<file path="config.mk">
export PLATFORM = sky130hd
export DESIGN_NAME = dual_sensor_reader
export DESIGN_NICKNAME = d
export VERILOG_FILES = /design/src/spi_pkg.sv /design/src/sensor_pkg.sv /design/src/spi_xfer_if.sv /design/src/spi_byte_master.sv /design/src/sensor_pair_ctrl.sv /design/src/dual_sensor_reader.sv
export SDC_FILE = /design/constraint.sdc
export NUM_CORES = 1
export LEC_CHECK = 0
export BUFFER_PORTS_ARGS = -buffer_cell sky130_fd_sc_hd__buf_4
export CORE_MARGIN = 5
export CORE_UTILIZATION = 35
export CTS_BUF_LIST = sky130_fd_sc_hd__clkbuf_16
export CTS_CLUSTER_SIZE = 8
export DETAILED_ROUTE_END_ITERATION = 12
export SKIP_LAST_GASP = 1
export SYNTH_ARGS = -nofsm -noshare
export SYNTH_HDL_FRONTEND = slang
export SYNTH_HIERARCHICAL = 1
export SYNTH_SLANG_ARGS = --single-unit
</file>
<file path="constraint.sdc">
create_clock -name clk -period 4.65 [get_ports clk]
set_input_delay 0.2325 -clock clk [delete_from_list [all_inputs] [get_ports clk]]
set_output_delay 0.2325 -clock clk [all_outputs]
set_load 0.005 [all_outputs]
</file>
<file path="src/spi_pkg.sv">
/*
 * SPI bus definitions shared by the byte masters, the transfer interface
 * and the pair controller. Import with spi_pkg::* inside a module body,
 * or use scoped names in a module header.
 */
package spi_pkg;

    // ------------------------------------------------------------------------
    // serial line data
    // ------------------------------------------------------------------------
    typedef logic [7:0] spi_byte_t;             // one byte on mosi / miso

    // system clocks per half serial period, f_sclk = f_clk / (2 * div)
    parameter int SPI_CLK_DIV_DEF = 4;

    // ------------------------------------------------------------------------
    // byte master FSM
    // ------------------------------------------------------------------------
    typedef enum logic [1:0] {
        IDLE   = 2'd0,                          // cs_n high, waiting for start
        SELECT = 2'd1,                          // cs_n low, sclk still low
        SHIFT  = 2'd2,                          // 16 half periods of sclk
        DONE   = 2'd3                           // rx byte valid, done pulse
    } spi_state_t;

endpackage

</file>
<file path="src/sensor_pkg.sv">
/*
 * Sensor sample definitions for the redundant pair reader.
 * Holds the reading, average and difference types, the default fault
 * tolerance and the pair controller state encoding.
 */
package sensor_pkg;

    // ------------------------------------------------------------------------
    // sample data
    // ------------------------------------------------------------------------
    typedef logic [7:0] sample_t;               // raw reading or floor average
    typedef logic [7:0] diff_t;                 // |a - b|, never wider than a reading

    // largest difference still treated as agreement
    parameter int TOLERANCE_DEF = 8;

    // ------------------------------------------------------------------------
    // pair controller FSM
    // ------------------------------------------------------------------------
    typedef enum logic [1:0] {
        IDLE   = 2'd0,                          // accepts sample_req
        WAIT   = 2'd1,                          // both masters shifting
        REPORT = 2'd2                           // one cycle, sample_valid high
    } pair_state_t;

endpackage

</file>
<file path="src/spi_xfer_if.sv">
/*
 * One byte transfer between the pair controller (host) and one SPI byte
 * master (dev). start and done are single-cycle strobes; rx_byte holds
 * from done until the next start.
 */
`timescale 1ns/1ps

interface spi_xfer_if;
    import spi_pkg::*;

    logic      start;                           // host -> dev, only while dev idle
    spi_byte_t tx_byte;                         // sampled in the start cycle
    logic      done;                            // dev -> host, one per start
    spi_byte_t rx_byte;                         // byte shifted in from miso

    modport host (
        output start,
        output tx_byte,
        input  done,
        input  rx_byte
    );

    modport dev (
        input  start,
        input  tx_byte,
        output done,
        output rx_byte
    );

endinterface

</file>
<file path="src/spi_byte_master.sv">
/*
 * SPI Mode-1 master (CPOL 0, CPHA 1) moving one full-duplex byte per start.
 * mosi changes on rising sclk, MSB first; miso is sampled on falling sclk.
 * sclk runs at f_clk / (2 * CLK_DIV); cs_n is low from SELECT through DONE.
 */
`timescale 1ns/1ps

module spi_byte_master #(
    parameter int CLK_DIV = spi_pkg::SPI_CLK_DIV_DEF   // >= 2
) (
    input  logic       clk,
    input  logic       rst,
    spi_xfer_if.dev    xfer,
    input  logic       miso,
    output logic       sclk,
    output logic       mosi,
    output logic       cs_n
);
    import spi_pkg::*;

    localparam int DIV_W = $clog2(CLK_DIV);

    spi_state_t       state;
    spi_state_t       state_nxt;
    logic [DIV_W-1:0] div_cnt;                  // system clocks within half period
    logic             tick;                     // last clock of a half period
    logic             rise;                     // tick that drives sclk high
    logic             fall;                     // tick that drives sclk low
    logic             last_fall;                // 8th falling edge
    logic [2:0]       bit_cnt;                  // falling edges seen so far
    spi_byte_t        tx_shift;
    spi_byte_t        rx_shift;
    spi_byte_t        rx_byte;

    if (CLK_DIV < 2) begin : g_div_check
        $error("spi_byte_master needs CLK_DIV of at least 2");
    end

    // ------------------------------------------------------------------------
    // half period timing
    // ------------------------------------------------------------------------
    assign tick      = (state == SHIFT) && (div_cnt == DIV_W'(CLK_DIV - 1));
    assign rise      = tick && !sclk;           // sclk idles low, so odd ticks rise
    assign fall      = tick && sclk;
    assign last_fall = fall && (bit_cnt == 3'd7);

    // ------------------------------------------------------------------------
    // FSM
    // ------------------------------------------------------------------------
    always_comb begin
        state_nxt = state;
        case (state)
            IDLE:    if (xfer.start) state_nxt = SELECT;
            SELECT:  state_nxt = SHIFT;         // select setup, one clock
            SHIFT:   if (last_fall) state_nxt = DONE;
            DONE:    state_nxt = IDLE;
            default: state_nxt = IDLE;
        endcase
    end

    // control registers
    always_ff @(posedge clk) begin
        if (rst) begin
            state   <= IDLE;
            div_cnt <= '0;
            sclk    <= 1'b0;
            mosi    <= 1'b0;
            bit_cnt <= 3'd0;
        end else begin
            state <= state_nxt;

            if (state == SHIFT && !tick)
                div_cnt <= div_cnt + 1'b1;
            else
                div_cnt <= '0;                  // restart each half period

            if (tick)
                sclk <= ~sclk;                  // 16th tick leaves it low again

            if (rise)
                mosi <= tx_shift[7];            // MSB first
            else if (state == IDLE)
                mosi <= 1'b0;

            if (state == SELECT)
                bit_cnt <= 3'd0;
            else if (fall)
                bit_cnt <= bit_cnt + 1'b1;      // wraps to 0 on the last edge
        end
    end

    // ------------------------------------------------------------------------
    // shift registers and received byte
    // ------------------------------------------------------------------------
    always_ff @(posedge clk) begin
        if (state == IDLE && xfer.start)
            tx_shift <= xfer.tx_byte;           // capture in the start cycle
        else if (rise)
            tx_shift <= {tx_shift[6:0], 1'b0};

        if (fall)
            rx_shift <= {rx_shift[6:0], miso};

        // last bit goes straight into the held copy, valid in DONE
        if (last_fall)
            rx_byte <= {rx_shift[6:0], miso};
    end

    assign cs_n         = (state == IDLE);
    assign xfer.done    = (state == DONE);
    assign xfer.rx_byte = rx_byte;              // stable until the next last_fall

endmodule

</file>
<file path="src/sensor_pair_ctrl.sv">
/*
 * Pair controller for two redundant sensors. On sample_req it starts both
 * SPI byte masters with the same register address, gathers both readings
 * in either order and reports floor average, absolute difference and fault.
 */
`timescale 1ns/1ps

module sensor_pair_ctrl #(
    parameter int TOLERANCE = sensor_pkg::TOLERANCE_DEF
) (
    input  logic                clk,
    input  logic                rst,
    input  logic                sample_req,     // dropped while busy
    input  spi_pkg::spi_byte_t  reg_addr,
    spi_xfer_if.host            xfer_a,
    spi_xfer_if.host            xfer_b,
    output logic                busy,
    output logic                sample_valid,
    output sensor_pkg::sample_t sample_avg,
    output sensor_pkg::diff_t   sample_diff,
    output logic                fault
);
    import sensor_pkg::*;

    localparam int SUM_W = $bits(sample_t) + 1;

    pair_state_t      state;
    pair_state_t      state_nxt;
    logic             launch;                   // accepted request
    logic             start_q;                  // start strobe to both masters
    sample_t          addr_q;
    logic             got_a;                    // reading a already latched
    logic             got_b;
    logic             both_in;
    sample_t          read_a;
    sample_t          read_b;
    sample_t          cur_a;                    // reading a, incl. this cycle's done
    sample_t          cur_b;
    logic [SUM_W-1:0] sum;
    diff_t            diff;

    assign launch = (state == IDLE) && sample_req;

    // a reading counts if already stored or arriving right now
    assign cur_a   = xfer_a.done ? xfer_a.rx_byte : read_a;
    assign cur_b   = xfer_b.done ? xfer_b.rx_byte : read_b;
    assign both_in = (got_a || xfer_a.done) && (got_b || xfer_b.done);

    // ------------------------------------------------------------------------
    // result arithmetic
    // ------------------------------------------------------------------------
    assign sum  = {1'b0, cur_a} + {1'b0, cur_b}; // nine bits, no overflow
    assign diff = (cur_a >= cur_b) ? (cur_a - cur_b) : (cur_b - cur_a);

    // ------------------------------------------------------------------------
    // FSM
    // ------------------------------------------------------------------------
    always_comb begin
        state_nxt = state;
        case (state)
            IDLE:    if (sample_req) state_nxt = WAIT;
            WAIT:    if (both_in) state_nxt = REPORT;
            REPORT:  state_nxt = IDLE;
            default: state_nxt = IDLE;
        endcase
    end

    always_ff @(posedge clk) begin
        if (rst) begin
            state       <= IDLE;
            start_q     <= 1'b0;
            got_a       <= 1'b0;
            got_b       <= 1'b0;
            sample_avg  <= '0;
            sample_diff <= '0;
            fault       <= 1'b0;
        end else begin
            state   <= state_nxt;
            start_q <= launch;                  // one cycle after the request

            if (state == IDLE) begin
                got_a <= 1'b0;
                got_b <= 1'b0;
            end else begin
                if (xfer_a.done) got_a <= 1'b1;
                if (xfer_b.done) got_b <= 1'b1;
            end

            // results land as REPORT starts, then hold
            if (state == WAIT && both_in) begin
                sample_avg  <= sum[SUM_W-1:1];  // floor of sum / 2
                sample_diff <= diff;
                fault       <= (diff > diff_t'(TOLERANCE));
            end
        end
    end

    // payload, only meaningful once the matching flag is set
    always_ff @(posedge clk) begin
        if (launch)
            addr_q <= reg_addr;
        if (xfer_a.done)
            read_a <= xfer_a.rx_byte;
        if (xfer_b.done)
            read_b <= xfer_b.rx_byte;
    end

    assign xfer_a.start   = start_q;
    assign xfer_b.start   = start_q;
    assign xfer_a.tx_byte = addr_q;             // same address to both sensors
    assign xfer_b.tx_byte = addr_q;

    assign busy         = (state != IDLE);
    assign sample_valid = (state == REPORT);

endmodule

</file>
<file path="src/dual_sensor_reader.sv">
/*
 * Top level of the redundant sensor pair reader. Two independent Mode-1
 * SPI buses read the same register from two sensors; results come out
 * with a one-cycle sample_valid strobe.
 */
`timescale 1ns/1ps

module dual_sensor_reader #(
    parameter int CLK_DIV   = spi_pkg::SPI_CLK_DIV_DEF,
    parameter int TOLERANCE = sensor_pkg::TOLERANCE_DEF
) (
    input  logic                clk,
    input  logic                rst,
    input  logic                sample_req,     // one-cycle request
    input  spi_pkg::spi_byte_t  reg_addr,       // address sent on both buses
    input  logic                miso_a,
    input  logic                miso_b,
    // ------------------------------------------------------------------------
    // SPI buses
    // ------------------------------------------------------------------------
    output logic                sclk_a,
    output logic                mosi_a,
    output logic                cs_n_a,
    output logic                sclk_b,
    output logic                mosi_b,
    output logic                cs_n_b,
    // ------------------------------------------------------------------------
    // results
    // ------------------------------------------------------------------------
    output logic                busy,
    output logic                sample_valid,
    output sensor_pkg::sample_t sample_avg,
    output sensor_pkg::diff_t   sample_diff,
    output logic                fault
);

    spi_xfer_if if_a ();                        // controller <-> master a
    spi_xfer_if if_b ();                        // controller <-> master b

    spi_byte_master #(
        .CLK_DIV (CLK_DIV)
    ) i_master_a (
        .clk  (clk),
        .rst  (rst),
        .xfer (if_a.dev),
        .miso (miso_a),
        .sclk (sclk_a),
        .mosi (mosi_a),
        .cs_n (cs_n_a)
    );

    spi_byte_master #(
        .CLK_DIV (CLK_DIV)
    ) i_master_b (
        .clk  (clk),
        .rst  (rst),
        .xfer (if_b.dev),
        .miso (miso_b),
        .sclk (sclk_b),
        .mosi (mosi_b),
        .cs_n (cs_n_b)
    );

    sensor_pair_ctrl #(
        .TOLERANCE (TOLERANCE)
    ) i_pair_ctrl (
        .clk          (clk),
        .rst          (rst),
        .sample_req   (sample_req),
        .reg_addr     (reg_addr),
        .xfer_a       (if_a.host),
        .xfer_b       (if_b.host),
        .busy         (busy),
        .sample_valid (sample_valid),
        .sample_avg   (sample_avg),
        .sample_diff  (sample_diff),
        .fault        (fault)
    );

endmodule

</file>
==> results.json, run 1 <==
{
  "status": "finished clean",
  "critPathArrivalTime_ns": 4.01,
  "cts_tree": "done",
  "drv_slew": 0,
  "path_cells": "ha_1 -> mux2i_1 -> inv_1 -> ha_1 -> nand4_1 -> o211ai_2 -> a311oi_4 -> mux2_2 -> a31o_2 -> a311oi_2",
  "cellLeakagePower_uw": 0.00231,
  "holdBufCountCts": 0,
  "powerDensity_nw_per_um2": 624,
  "async_flop_share_pct": 0,
  "fillCellCount": 1393,
  "cap_violations": 0,
  "max_clock_freq_mhz": 267,
  "peakVddDrop_v": 0.000286,
  "synth_seq_cells": 110,
  "hold_viol": 0,
  "synth-edff-count": 54,
  "avgSynthCellArea_um2": 12.5,
  "syn2layout_area_growth_pct": 12.9,
  "crit_end": "i_pair_ctrl/fault",
  "h-tree-depth": 3,
  "grt_use_total_pct": 11.0,
  "drtAntennaViolNets": 0,
  "first_global_vias": 2960,
  "wire_per_inst_um": 14.0,
  "ios": 38,
  "tns_ns": 0,
  "hold_path.class": "primary input to flip-flop",
  "vias": 2978,
  "path_clk_slew_ns": 0.07,
  "post_cts_resized": 0,
  "rr_startpoint": "i_master_b/state[0]",
  "root_buffer": "clkbuf_16",
  "critPathKind": "flip-flop to flip-flop",
  "worst_slew_pin_slew_ns": 0.623,
  "crit_fanout": 9,
  "finalCritPeriodShare_pct": 80.7,
  "reg2reg_slack_ns": 0.90,
  "die_height_um": 131,
  "synth_ff_type": "dfxtp_1",
  "coreArea_um2": 14400,
  "start_util_pct": 35.3,
  "grt-ovfl-total": 0,
  "syn_nets": 464,
  "setup-violations-final": 0,
  "syn_area_um2": 5090,
  "crit_required_ns": 4.91,
  "first_iter_violations": 211,
  "rsz0062_at_grt": "false",
  "period_needed_ns": 3.75,
  "cts_buffers": 9,
  "cts_sinks": 110,
  "ys_seq_area_share_pct": 53.9,
  "clock_skew_ns": 0.00920,
  "die_area_um2": 17100,
  "grt_max_degree": 39,
  "hpwlAfterDp_mm": 6.64,
  "drc_errors": 0,
  "crit_slowest_cell": "mux2i_1",
  "hold_slack_ns": 0.0549,
  "diodes": 0,
  "crit_path_max_incr_delay_ns": 0.53,
  "portBuffers": 37,
  "layout.nets": 490,
  "die_x_um": 131,
  "startpoint": "i_master_b/state[0]",
  "ff2ff_path_depth": 10,
  "clk_path_buf_depth": 2,
  "grt_pass1_wl_mm": 14.6,
  "synth.distinct_cells": 51,
  "routed_via_density": 4.77,
  "rows": 44,
  "wirelength_mm": 8.76,
  "maxSlewHeadroom_pct": 58.5,
  "clk-insertion-delay-late_ns": 0.35,
  "cpMostUsedCell": "ha_1",
  "post_cts_buffers": 0,
  "timing.rr.end": "i_pair_ctrl/fault",
  "finish.utilization_pct": 39.9,
  "cp-end-kind": "flip-flop",
  "layout-drive-gt1-share_pct": 20.5,
  "dr.pass1.iters": 4,
  "startpoint_type": "flip-flop",
  "yosysWarnings": 6,
  "finalWeightedCongestion": 0.782,
  "syn_inst": 409,
  "antenna_found_initial": 0,
  "hp-start": "reg_addr[4]"
}
[registers in the layout, summed over array words and instances, names as in the netlist, 3 cells and up]
signal	flops
i_master_a/tx_shift	8
i_master_a/xfer.rx_byte	8
i_master_b/rx_shift	7
i_master_a/rx_shift	7
i_master_b/xfer.rx_byte	8
i_master_b/bit_cnt	3
i_master_a/bit_cnt	3
i_pair_ctrl/xfer_a.tx_byte	8
i_pair_ctrl/read_b	8
i_pair_ctrl/read_a	8
i_master_b/tx_shift	8
i_pair_ctrl/sample_diff	8
i_pair_ctrl/sample_avg	8
[through the flow]
step / setup slack [ns] / std cells / instance area (um^2) / total power (uW)
detailed placement: 0.900 / 608 / 5480 / 2900
finish: 0.898 / 624 / 5750 / 3590
global route: 0.675 / 624 / 5750 / 3860
floorplan: 1.41 / 409 / 5090 / 2590
CTS: 0.863 / 624 / 5750 / 3630
global placement: 1.08 / 608 / 5480 / 2880
[report_power, final]
part / internal, uW / leakage [uW] / switching, uW
clock: 364 / 0.000139 / 345
sequential: 1130 / 0.000950 / 42.3
combinational: 727 / 0.00122 / 980
total: 2220 / 0.00231 / 1370
[routing by layer]
layer  wire length, um  vias to the layer above  GRT usage, %  part of all wire, %
met5                 0                        -             0                    0
met4               123                        0          3.27                  1.4
met3               483                       13          4.19                  5.5
met2              4040                       57          17.5                   46
met1              4120                     1405          13.9                   47
li1                  -                     1503             -                    -
[worst max-delay path: cells and delay by family, from the launching register on]
family / cells / cell delay (ns)
AOI/OAI and AO/OA: 4 / 1.12
muxes: 2 / 0.94
adders and majority gates: 2 / 0.87
DFF: 1 / 0.40
buffers and inverters: 1 / 0.20
and+or+nand+nor: 1 / 0.11
[cells in the mapped netlist (4+ instances only)]
cell,count,area share (%)
a211oi_1,15,2.2
a21oi_1,14,1.4
a311oi_1,5,0.86
buf_2,4,0.39
buf_4,9,1.3
clkbuf_1,8,0.59
dfxtp_1,56,22
edfxtp_1,54,32
ha_1,39,9.6
inv_1,32,2.4
mux2_2,16,3.5
mux2i_1,29,5.7
nand2_1,12,0.88
nor2_1,25,1.8
nor2b_1,6,0.74
nor3_1,7,0.69
o21ai_0,10,0.98
xnor2_1,9,1.5
[worst min-delay path by stage]
| stage | to | cells after the start |
|---|---|---|
| global route | i_pair_ctrl/xfer_a.tx_byte[0] | 1 |
| CTS | i_pair_ctrl/xfer_a.tx_byte[0] | 1 |
| finish | i_pair_ctrl/xfer_a.tx_byte[4] | 1 |
| detailed placement | i_master_a/xfer.rx_byte[7] | 0 |
| global placement | i_master_a/xfer.rx_byte[7] | 0 |
| floorplan | i_pair_ctrl/sample_diff[1] | 1 |
[cell families after synthesis]
| family | synth area share, % |
|---|---|
| flip-flops | 53.9 |
| adder cells (fa/ha/maj) | 10.8 |
| buffers and inverters | 5.11 |
| multiplexers | 9.24 |
| AND/OR/NAND/NOR | 9.80 |
| AO/OA/AOI/OAI | 9.16 |
| XOR/XNOR | 2.06 |
[layout by cell type (no fill, tap or decap), drive strengths merged, types with 2 or more instances in the layout]
master	instances
dfxtp	56
nor4b	3
nand3b	2
a311oi	7
nor2b	8
a21o	3
and2	3
a21oi	17
clkbuf	9
mux2i	29
nand2	14
nor2	25
and3	3
buf	38
ha	39
o21ai	10
o211a	2
mux2	16
or3	4
a31oi	3
and4bb	2
nor3	9
xnor2	9
nand3	6
a211oi	15
fa	3
inv	37
edfxtp	54
xor2	3
o21bai	2
[area by class of cell]
class	instances	area, um^2	share of cell area, %
repair buffers	38	285	4.96
well taps	184	230	4.01
inverters	32	120	2.09
clock buffers	9	225	3.92
flip-flops and latches	110	2740	47.7
clock inverters	7	46.3	0.805
multi-input cells	244	2100	36.5
(Power assumes the default switching activity.)
==> run 2, diff against run 1 <==
clock period = 3.8 ns   (was 4.65 ns; I/O delays follow)
==> run 2 against run 1 <==
Die area did not move. Non-clock buffer count rose by 13. Total power rose by 27%. Register-to-register slack got worse by 0.51 ns. Critical path type unchanged. Sequential power rose by 23%. Cell count rose by 2.1%. Utilization rose by 1.2 points. Largest power group unchanged. Routed wire length rose by 1.9%. Cell area rose by 3.0%. Hold slack got worse by 0.040 ns.
==> results.json, run 2 (same netlist as run 1, synthesis figures left out) <==
{
  "ff2ff_path_depth": 10,
  "layout-drive-gt1-share_pct": 21.6,
  "cts_tree": "done",
  "critPathArrivalTime_ns": 3.68,
  "maxSlewHeadroom_pct": 64.5,
  "coreArea_um2": 14400,
  "start_util_pct": 35.3,
  "cellLeakagePower_uw": 0.00238,
  "cts_buffers": 9,
  "fillCellCount": 1366,
  "routed_via_density": 4.73,
  "drc_errors": 0,
  "cts_sinks": 110,
  "hp-start": "miso_a",
  "layout.nets": 503,
  "crit_required_ns": 4.07,
  "clock_skew_ns": 0.0117,
  "peakVddDrop_v": 0.000311,
  "rsz0062_at_grt": "false",
  "dr.pass1.iters": 4,
  "diodes": 0,
  "finalCritPeriodShare_pct": 89.7,
  "hold_path.class": "primary input to flip-flop",
  "setup-violations-final": 0,
  "timing.rr.end": "i_pair_ctrl/fault",
  "finalWeightedCongestion": 0.845,
  "min_to": "i_master_a/xfer.rx_byte[0]",
  "hold_slack_ns": 0.0147,
  "rr_startpoint": "i_master_b/state[0]",
  "clk_path_buf_depth": 2,
  "wirelength_mm": 8.92,
  "layout_commonest_cell": "dfxtp_1",
  "grt_pass1_wl_mm": 14.8,
  "wire_per_inst_um": 14.0,
  "tns_ns": 0,
  "grt_max_degree": 39,
  "critPathKind": "flip-flop to flip-flop",
  "die_area_um2": 17100,
  "rows": 44,
  "antenna_found_initial": 0,
  "first_iter_violations": 173,
  "hold_viol": 0,
  "root_buffer": "clkbuf_16",
  "crit_fanout": 11,
  "die_height_um": 131,
  "worst_slew_pin_slew_ns": 0.533,
  "p_total_uw": 4570,
  "startpoint_type": "flip-flop",
  "hpwlAfterDp_mm": 6.67,
  "period_needed_ns": 3.41,
  "reg2reg_slack_ns": 0.39,
  "path_clk_slew_ns": 0.08,
  "layout_common_cells": "56 x dfxtp_1, 54 x edfxtp_1, 43 x buf_4",
  "drv_slew": 0,
  "grt-ovfl-total": 0,
  "min_path_cells": 1,
  "max_clock_freq_mhz": 293,
  "die_x_um": 131,
  "clk-insertion-delay-late_ns": 0.36,
  "ios": 38,
  "h-tree-depth": 3,
  "first_global_vias": 3033,
  "cp-end-kind": "flip-flop",
  "cap_violations": 0,
  "portBuffers": 37,
  "drtAntennaViolNets": 0,
  "vias": 3014,
  "powerDensity_nw_per_um2": 772,
  "syn2layout_area_growth_pct": 16.3,
  "grt_use_total_pct": 11.0,
  "status": "finished clean"
}
run 2: final cells by class:
type	count	area [um^2]	share of cell area, %
Tap cell	184	230	3.89
Multi-Input combinational cell	244	2100	35.5
Inverter	32	120	2.03
Clock buffer	9	225	3.80
Sequential cell	110	2740	46.3
Clock inverter	7	98.8	1.67
Timing Repair Buffer	51	403	6.80
run 2: worst max-delay path by stage:
| stage | start | end | depth (start not counted) |
|---|---|---|---|
| after floorplan | i_master_b/state[0] | i_pair_ctrl/fault | 11 |
| after global placement | i_master_b/state[0] | i_pair_ctrl/fault | 10 |
| after detailed placement | i_master_b/state[0] | i_pair_ctrl/fault | 10 |
| after CTS | i_master_b/state[0] | i_pair_ctrl/fault | 10 |
| after global routing | i_master_b/state[0] | i_pair_ctrl/fault | 11 |
| final | i_master_b/state[0] | i_pair_ctrl/fault | 10 |
run 2: worst max-delay path, cell delays in order, from the launching register on:
cell and delay [ns]:
dfxtp_1 0.40, ha_2 0.36, mux2i_1 0.27, inv_1 0.10, ha_1 0.43, a21oi_4 0.19
o211ai_2 0.12, a311oi_4 0.52, mux2_2 0.42, a31o_2 0.25, a311oi_2 0.24
run 2: timing repair:
action | 4_1_cts | 5_1_grt
setup endpoints to repair | 0 | 1
resized for setup | 0 | 1
setup buffers | 0 | 0
endpoints found under the hold margin | 8 | 0
hold buffers | 8 | 0
run 2: report_power, final:
part	total (uW)	switching [uW]	internal [uW]
clock network	999	468	532
logic	2140	1210	922
registers	1440	54.2	1380
total	4570	1740	2840
run 2: through the flow:
step | instance area, um^2 | util [%] | cells | setup slack [ns]
2_1_floorplan | 5090 | - | 409 | 0.555
3_3_place_gp | 5510 | 38.2 | 613 | 0.367
3_5_place_dp | 5510 | 38.2 | 613 | 0.289
5_1_grt | 5920 | 41.0 | 637 | 0.132
6_report | 5920 | 41.0 | 637 | 0.391
4_1_cts | 5920 | 41.0 | 637 | 0.248
run 2: routing by layer:
metal	GRT usage (%)	wire length, um	up-vias
li1	-	-	1529
met5	0	0	-
met4	3.93	181	0
met2	17.7	4030	49
met3	3.25	414	15
met1	14.2	4290	1421
==> run 3, diff against run 2 <==
SYNTH_HIERARCHICAL = not set   (was 1)
==> run 3 against run 2 <==
Synthesized cell count fell by 0.49%. First-iteration DRC count fell by 2.9%. Cell area fell by 2.6%. Setup slack got worse by 0.033 ns. Non-clock buffer count fell by 1. Largest power group unchanged.
==> results.json, run 3 <==
{
  "hold_path.class": "primary input to flip-flop",
  "layout_commonest_cell": "dfxtp_1",
  "period_needed_ns": 3.44,
  "diodes": 0,
  "portBuffers": 37,
  "hp-start": "miso_a",
  "peakVddDrop_v": 0.000372,
  "hold_viol": 0,
  "timing.rr.end": "i_pair_ctrl.sample_diff[7]",
  "clock_skew_ns": 0.0125,
  "yosysTopAreaCell": "edfxtp_1",
  "startpoint_type": "flip-flop",
  "syn_inst": 407,
  "drtAntennaViolNets": 0,
  "dr.pass1.iters": 4,
  "wire_per_inst_um": 14.9,
  "min_path_cells": 1,
  "cts_sinks": 110,
  "rsz0062_at_grt": "false",
  "post_cts_resized": 0,
  "ys_seq_area_share_pct": 55.9,
  "grt_pass1_wl_mm": 15.9,
  "yosysWarnings": 0,
  "syn_area_um2": 4910,
  "clk-insertion-delay-late_ns": 0.35,
  "multiInputGateArea_um2": 1980,
  "synth_top_family_by_area": "simple AND/OR/NAND/NOR gates",
  "layout-drive-gt1-share_pct": 20.1,
  "maxSlewHeadroom_pct": 65.9,
  "clk_path_buf_depth": 2,
  "synth_adder_area_share_pct": 10.4,
  "worst_slew_pin_slew_ns": 0.512,
  "finalWeightedCongestion": 0.877,
  "cap_violations": 0,
  "start_util_pct": 35.5,
  "stdcell_area_um2": 5770,
  "synth.most_common_cell": "dfxtp_1",
  "synth_ff_type": "dfxtp_1",
  "die_height_um": 128,
  "tns_ns": 0,
  "avgSynthCellArea_um2": 12.1,
  "path_clk_slew_ns": 0.07,
  "syn_nets": 459,
  "cts_tree": "done",
  "crit_required_ns": 4.05,
  "coreArea_um2": 13800,
  "min_to": "i_master_a.xfer.rx_byte[0]",
  "grt-ovfl-total": 0,
  "routed_via_density": 4.73,
  "fillCellCount": 1275,
  "async_flop_share_pct": 0,
  "first_iter_violations": 168,
  "status": "finished clean",
  "synth.distinct_cells": 48,
  "cts_buffers": 9,
  "synth_compound_area_share_pct": 7.57,
  "finalCritPeriodShare_pct": 90.6,
  "layout_common_cells": "56 x dfxtp_1, 54 x edfxtp_1, 42 x buf_4",
  "grt_use_total_pct": 12.4,
  "drc_errors": 0,
  "wirelength_mm": 9.51,
  "rows": 43,
  "setup-violations-final": 0,
  "synth.top_cell.area_share_pct": 33.1,
  "critPathKind": "flip-flop to flip-flop",
  "synth_seq_cells": 110,
  "synthSimpleGateAreaFrac_pct": 10.4,
  "root_buffer": "clkbuf_16",
  "vias": 3016,
  "max_clock_freq_mhz": 290,
  "crit_fanout": 11,
  "h-tree-depth": 3,
  "syn2layout_area_growth_pct": 17.6,
  "p_total_uw": 4140,
  "regArea_um2": 2740,
  "rr_startpoint": "i_master_b.state[0]",
  "powerDensity_nw_per_um2": 718,
  "synth-edff-count": 54,
  "synth_top_cells_by_count": "56 x dfxtp_1, 54 x edfxtp_1, 36 x ha_1",
  "die_area_um2": 16500,
  "ff2ff_path_depth": 14,
  "postPlaceCellArea_um2": 5380,
  "layout.nets": 505,
  "hpwlAfterDp_mm": 6.99,
  "first_global_vias": 3064,
  "die_x_um": 128,
  "reg2reg_slack_ns": 0.36,
  "ios": 38,
  "post_cts_buffers": 0,
  "synthMuxAreaShare_pct": 9.74,
  "critPathArrivalTime_ns": 3.69,
  "cp-end-kind": "flip-flop",
  "antenna_found_initial": 0,
  "grt_max_degree": 42,
  "synthTopCellsByArea": "edfxtp_1 33%, dfxtp_1 23%, ha_1 9.2%",
  "cellLeakagePower_uw": 0.00230,
  "synth_xor_xnor_area_share_pct": 2.14,
  "drv_slew": 0
}
[run 3: changes by cell type after synthesis, moves of 4 or more]
cell | previous run | this run
buf_4 | 9 | 0
mux2i_1 | 29 | 14
nand2_1 | 12 | 30
a211oi_1 | 15 | 3
o21ai_0 | 10 | 3
a311oi_1 | 5 | 1
nor3_1 | 7 | 14
a21oi_1 | 14 | 21
mux2_2 | 16 | 28
nor2b_1 | 6 | 10
[run 3: cells by family (layout without fill, tap and decap cells)]
family,Yosys count,count (layout)
xor gates and xnor gates,12,12
adders and majority gates,39,39
muxes,43,43
AOI/OAI and AO/OA,55,55
and+or+nand+nor,103,103
DFF,110,110
buffers and inverters,45,96
[run 3: final cells by class]
type | instances | area share [%]
flip-flops and latches | 110 | 47.5
repair buffers | 50 | 6.85
multi-input cells | 252 | 34.4
clock inverters | 5 | 0.629
inverters | 30 | 1.95
well taps | 180 | 3.90
clock buffers | 11 | 4.77
[run 3: report_power, final]
group,total (uW),switching (uW),internal [uW]
logic,1770,1000,767
clock network,955,427,529
registers,1420,48.8,1370
[run 3: per-layer routing]
metal / vias to the layer above / part of all wire, % / GRT usage, %
met5: - / 0 / 0
met2: 46 / 48 / 20.3
li1: 1529 / - / -
met1: 1435 / 47 / 15.6
met4: 0 / 1.1 / 3.75
met3: 6 / 3.8 / 4.19
[run 3: worst max-delay path by stage]
stage	start	to	slack, ns	depth (start not counted)
2_1_floorplan	i_master_b.state[0]	i_pair_ctrl.fault	0.69	14
3_3_place_gp	i_master_b.state[0]	i_pair_ctrl.fault	0.44	14
3_5_place_dp	i_master_a.state[1]	i_pair_ctrl.sample_diff[7]	0.38	14
4_1_cts	i_master_b.state[0]	i_pair_ctrl.sample_diff[7]	0.34	14
5_1_grt	i_master_b.state[0]	i_pair_ctrl.sample_diff[7]	0.05	14
6_report	i_master_b.state[0]	i_pair_ctrl.sample_diff[7]	0.36	14
[run 3: timing repair]
action | CTS | global route
endpoints found under the hold margin | 4 | 4
endpoints found under the setup margin | 0 | 0
hold buffers | 4 | 4
[run 3: worst max-delay path, cell delays in order (launching register included)]
cell and delay (ns):
dfxtp_1 0.38, ha_1 0.16, buf_4 0.20, mux2_2 0.39, ha_1 0.23, fa_1 0.39
o21ba_2 0.22, o221ai_1 0.22, a211oi_2 0.10, buf_4 0.18, a211o_2 0.33, nand3_1 0.08
nand3_1 0.09, xnor2_1 0.15, o31ai_1 0.21
[run 3: stage by stage]
step / std cells / util [%] / worst slack [ns] / hold slack (ns)
floorplan: 407 / - / 0.686 / 0.268
global placement: 614 / 38.9 / 0.441 / 0.370
detailed placement: 614 / 38.9 / 0.376 / 0.370
CTS: 634 / 41.4 / 0.340 / 0.000236
global route: 638 / 41.7 / 0.0482 / 0.0322
finish: 638 / 41.7 / 0.357 / 0.0569
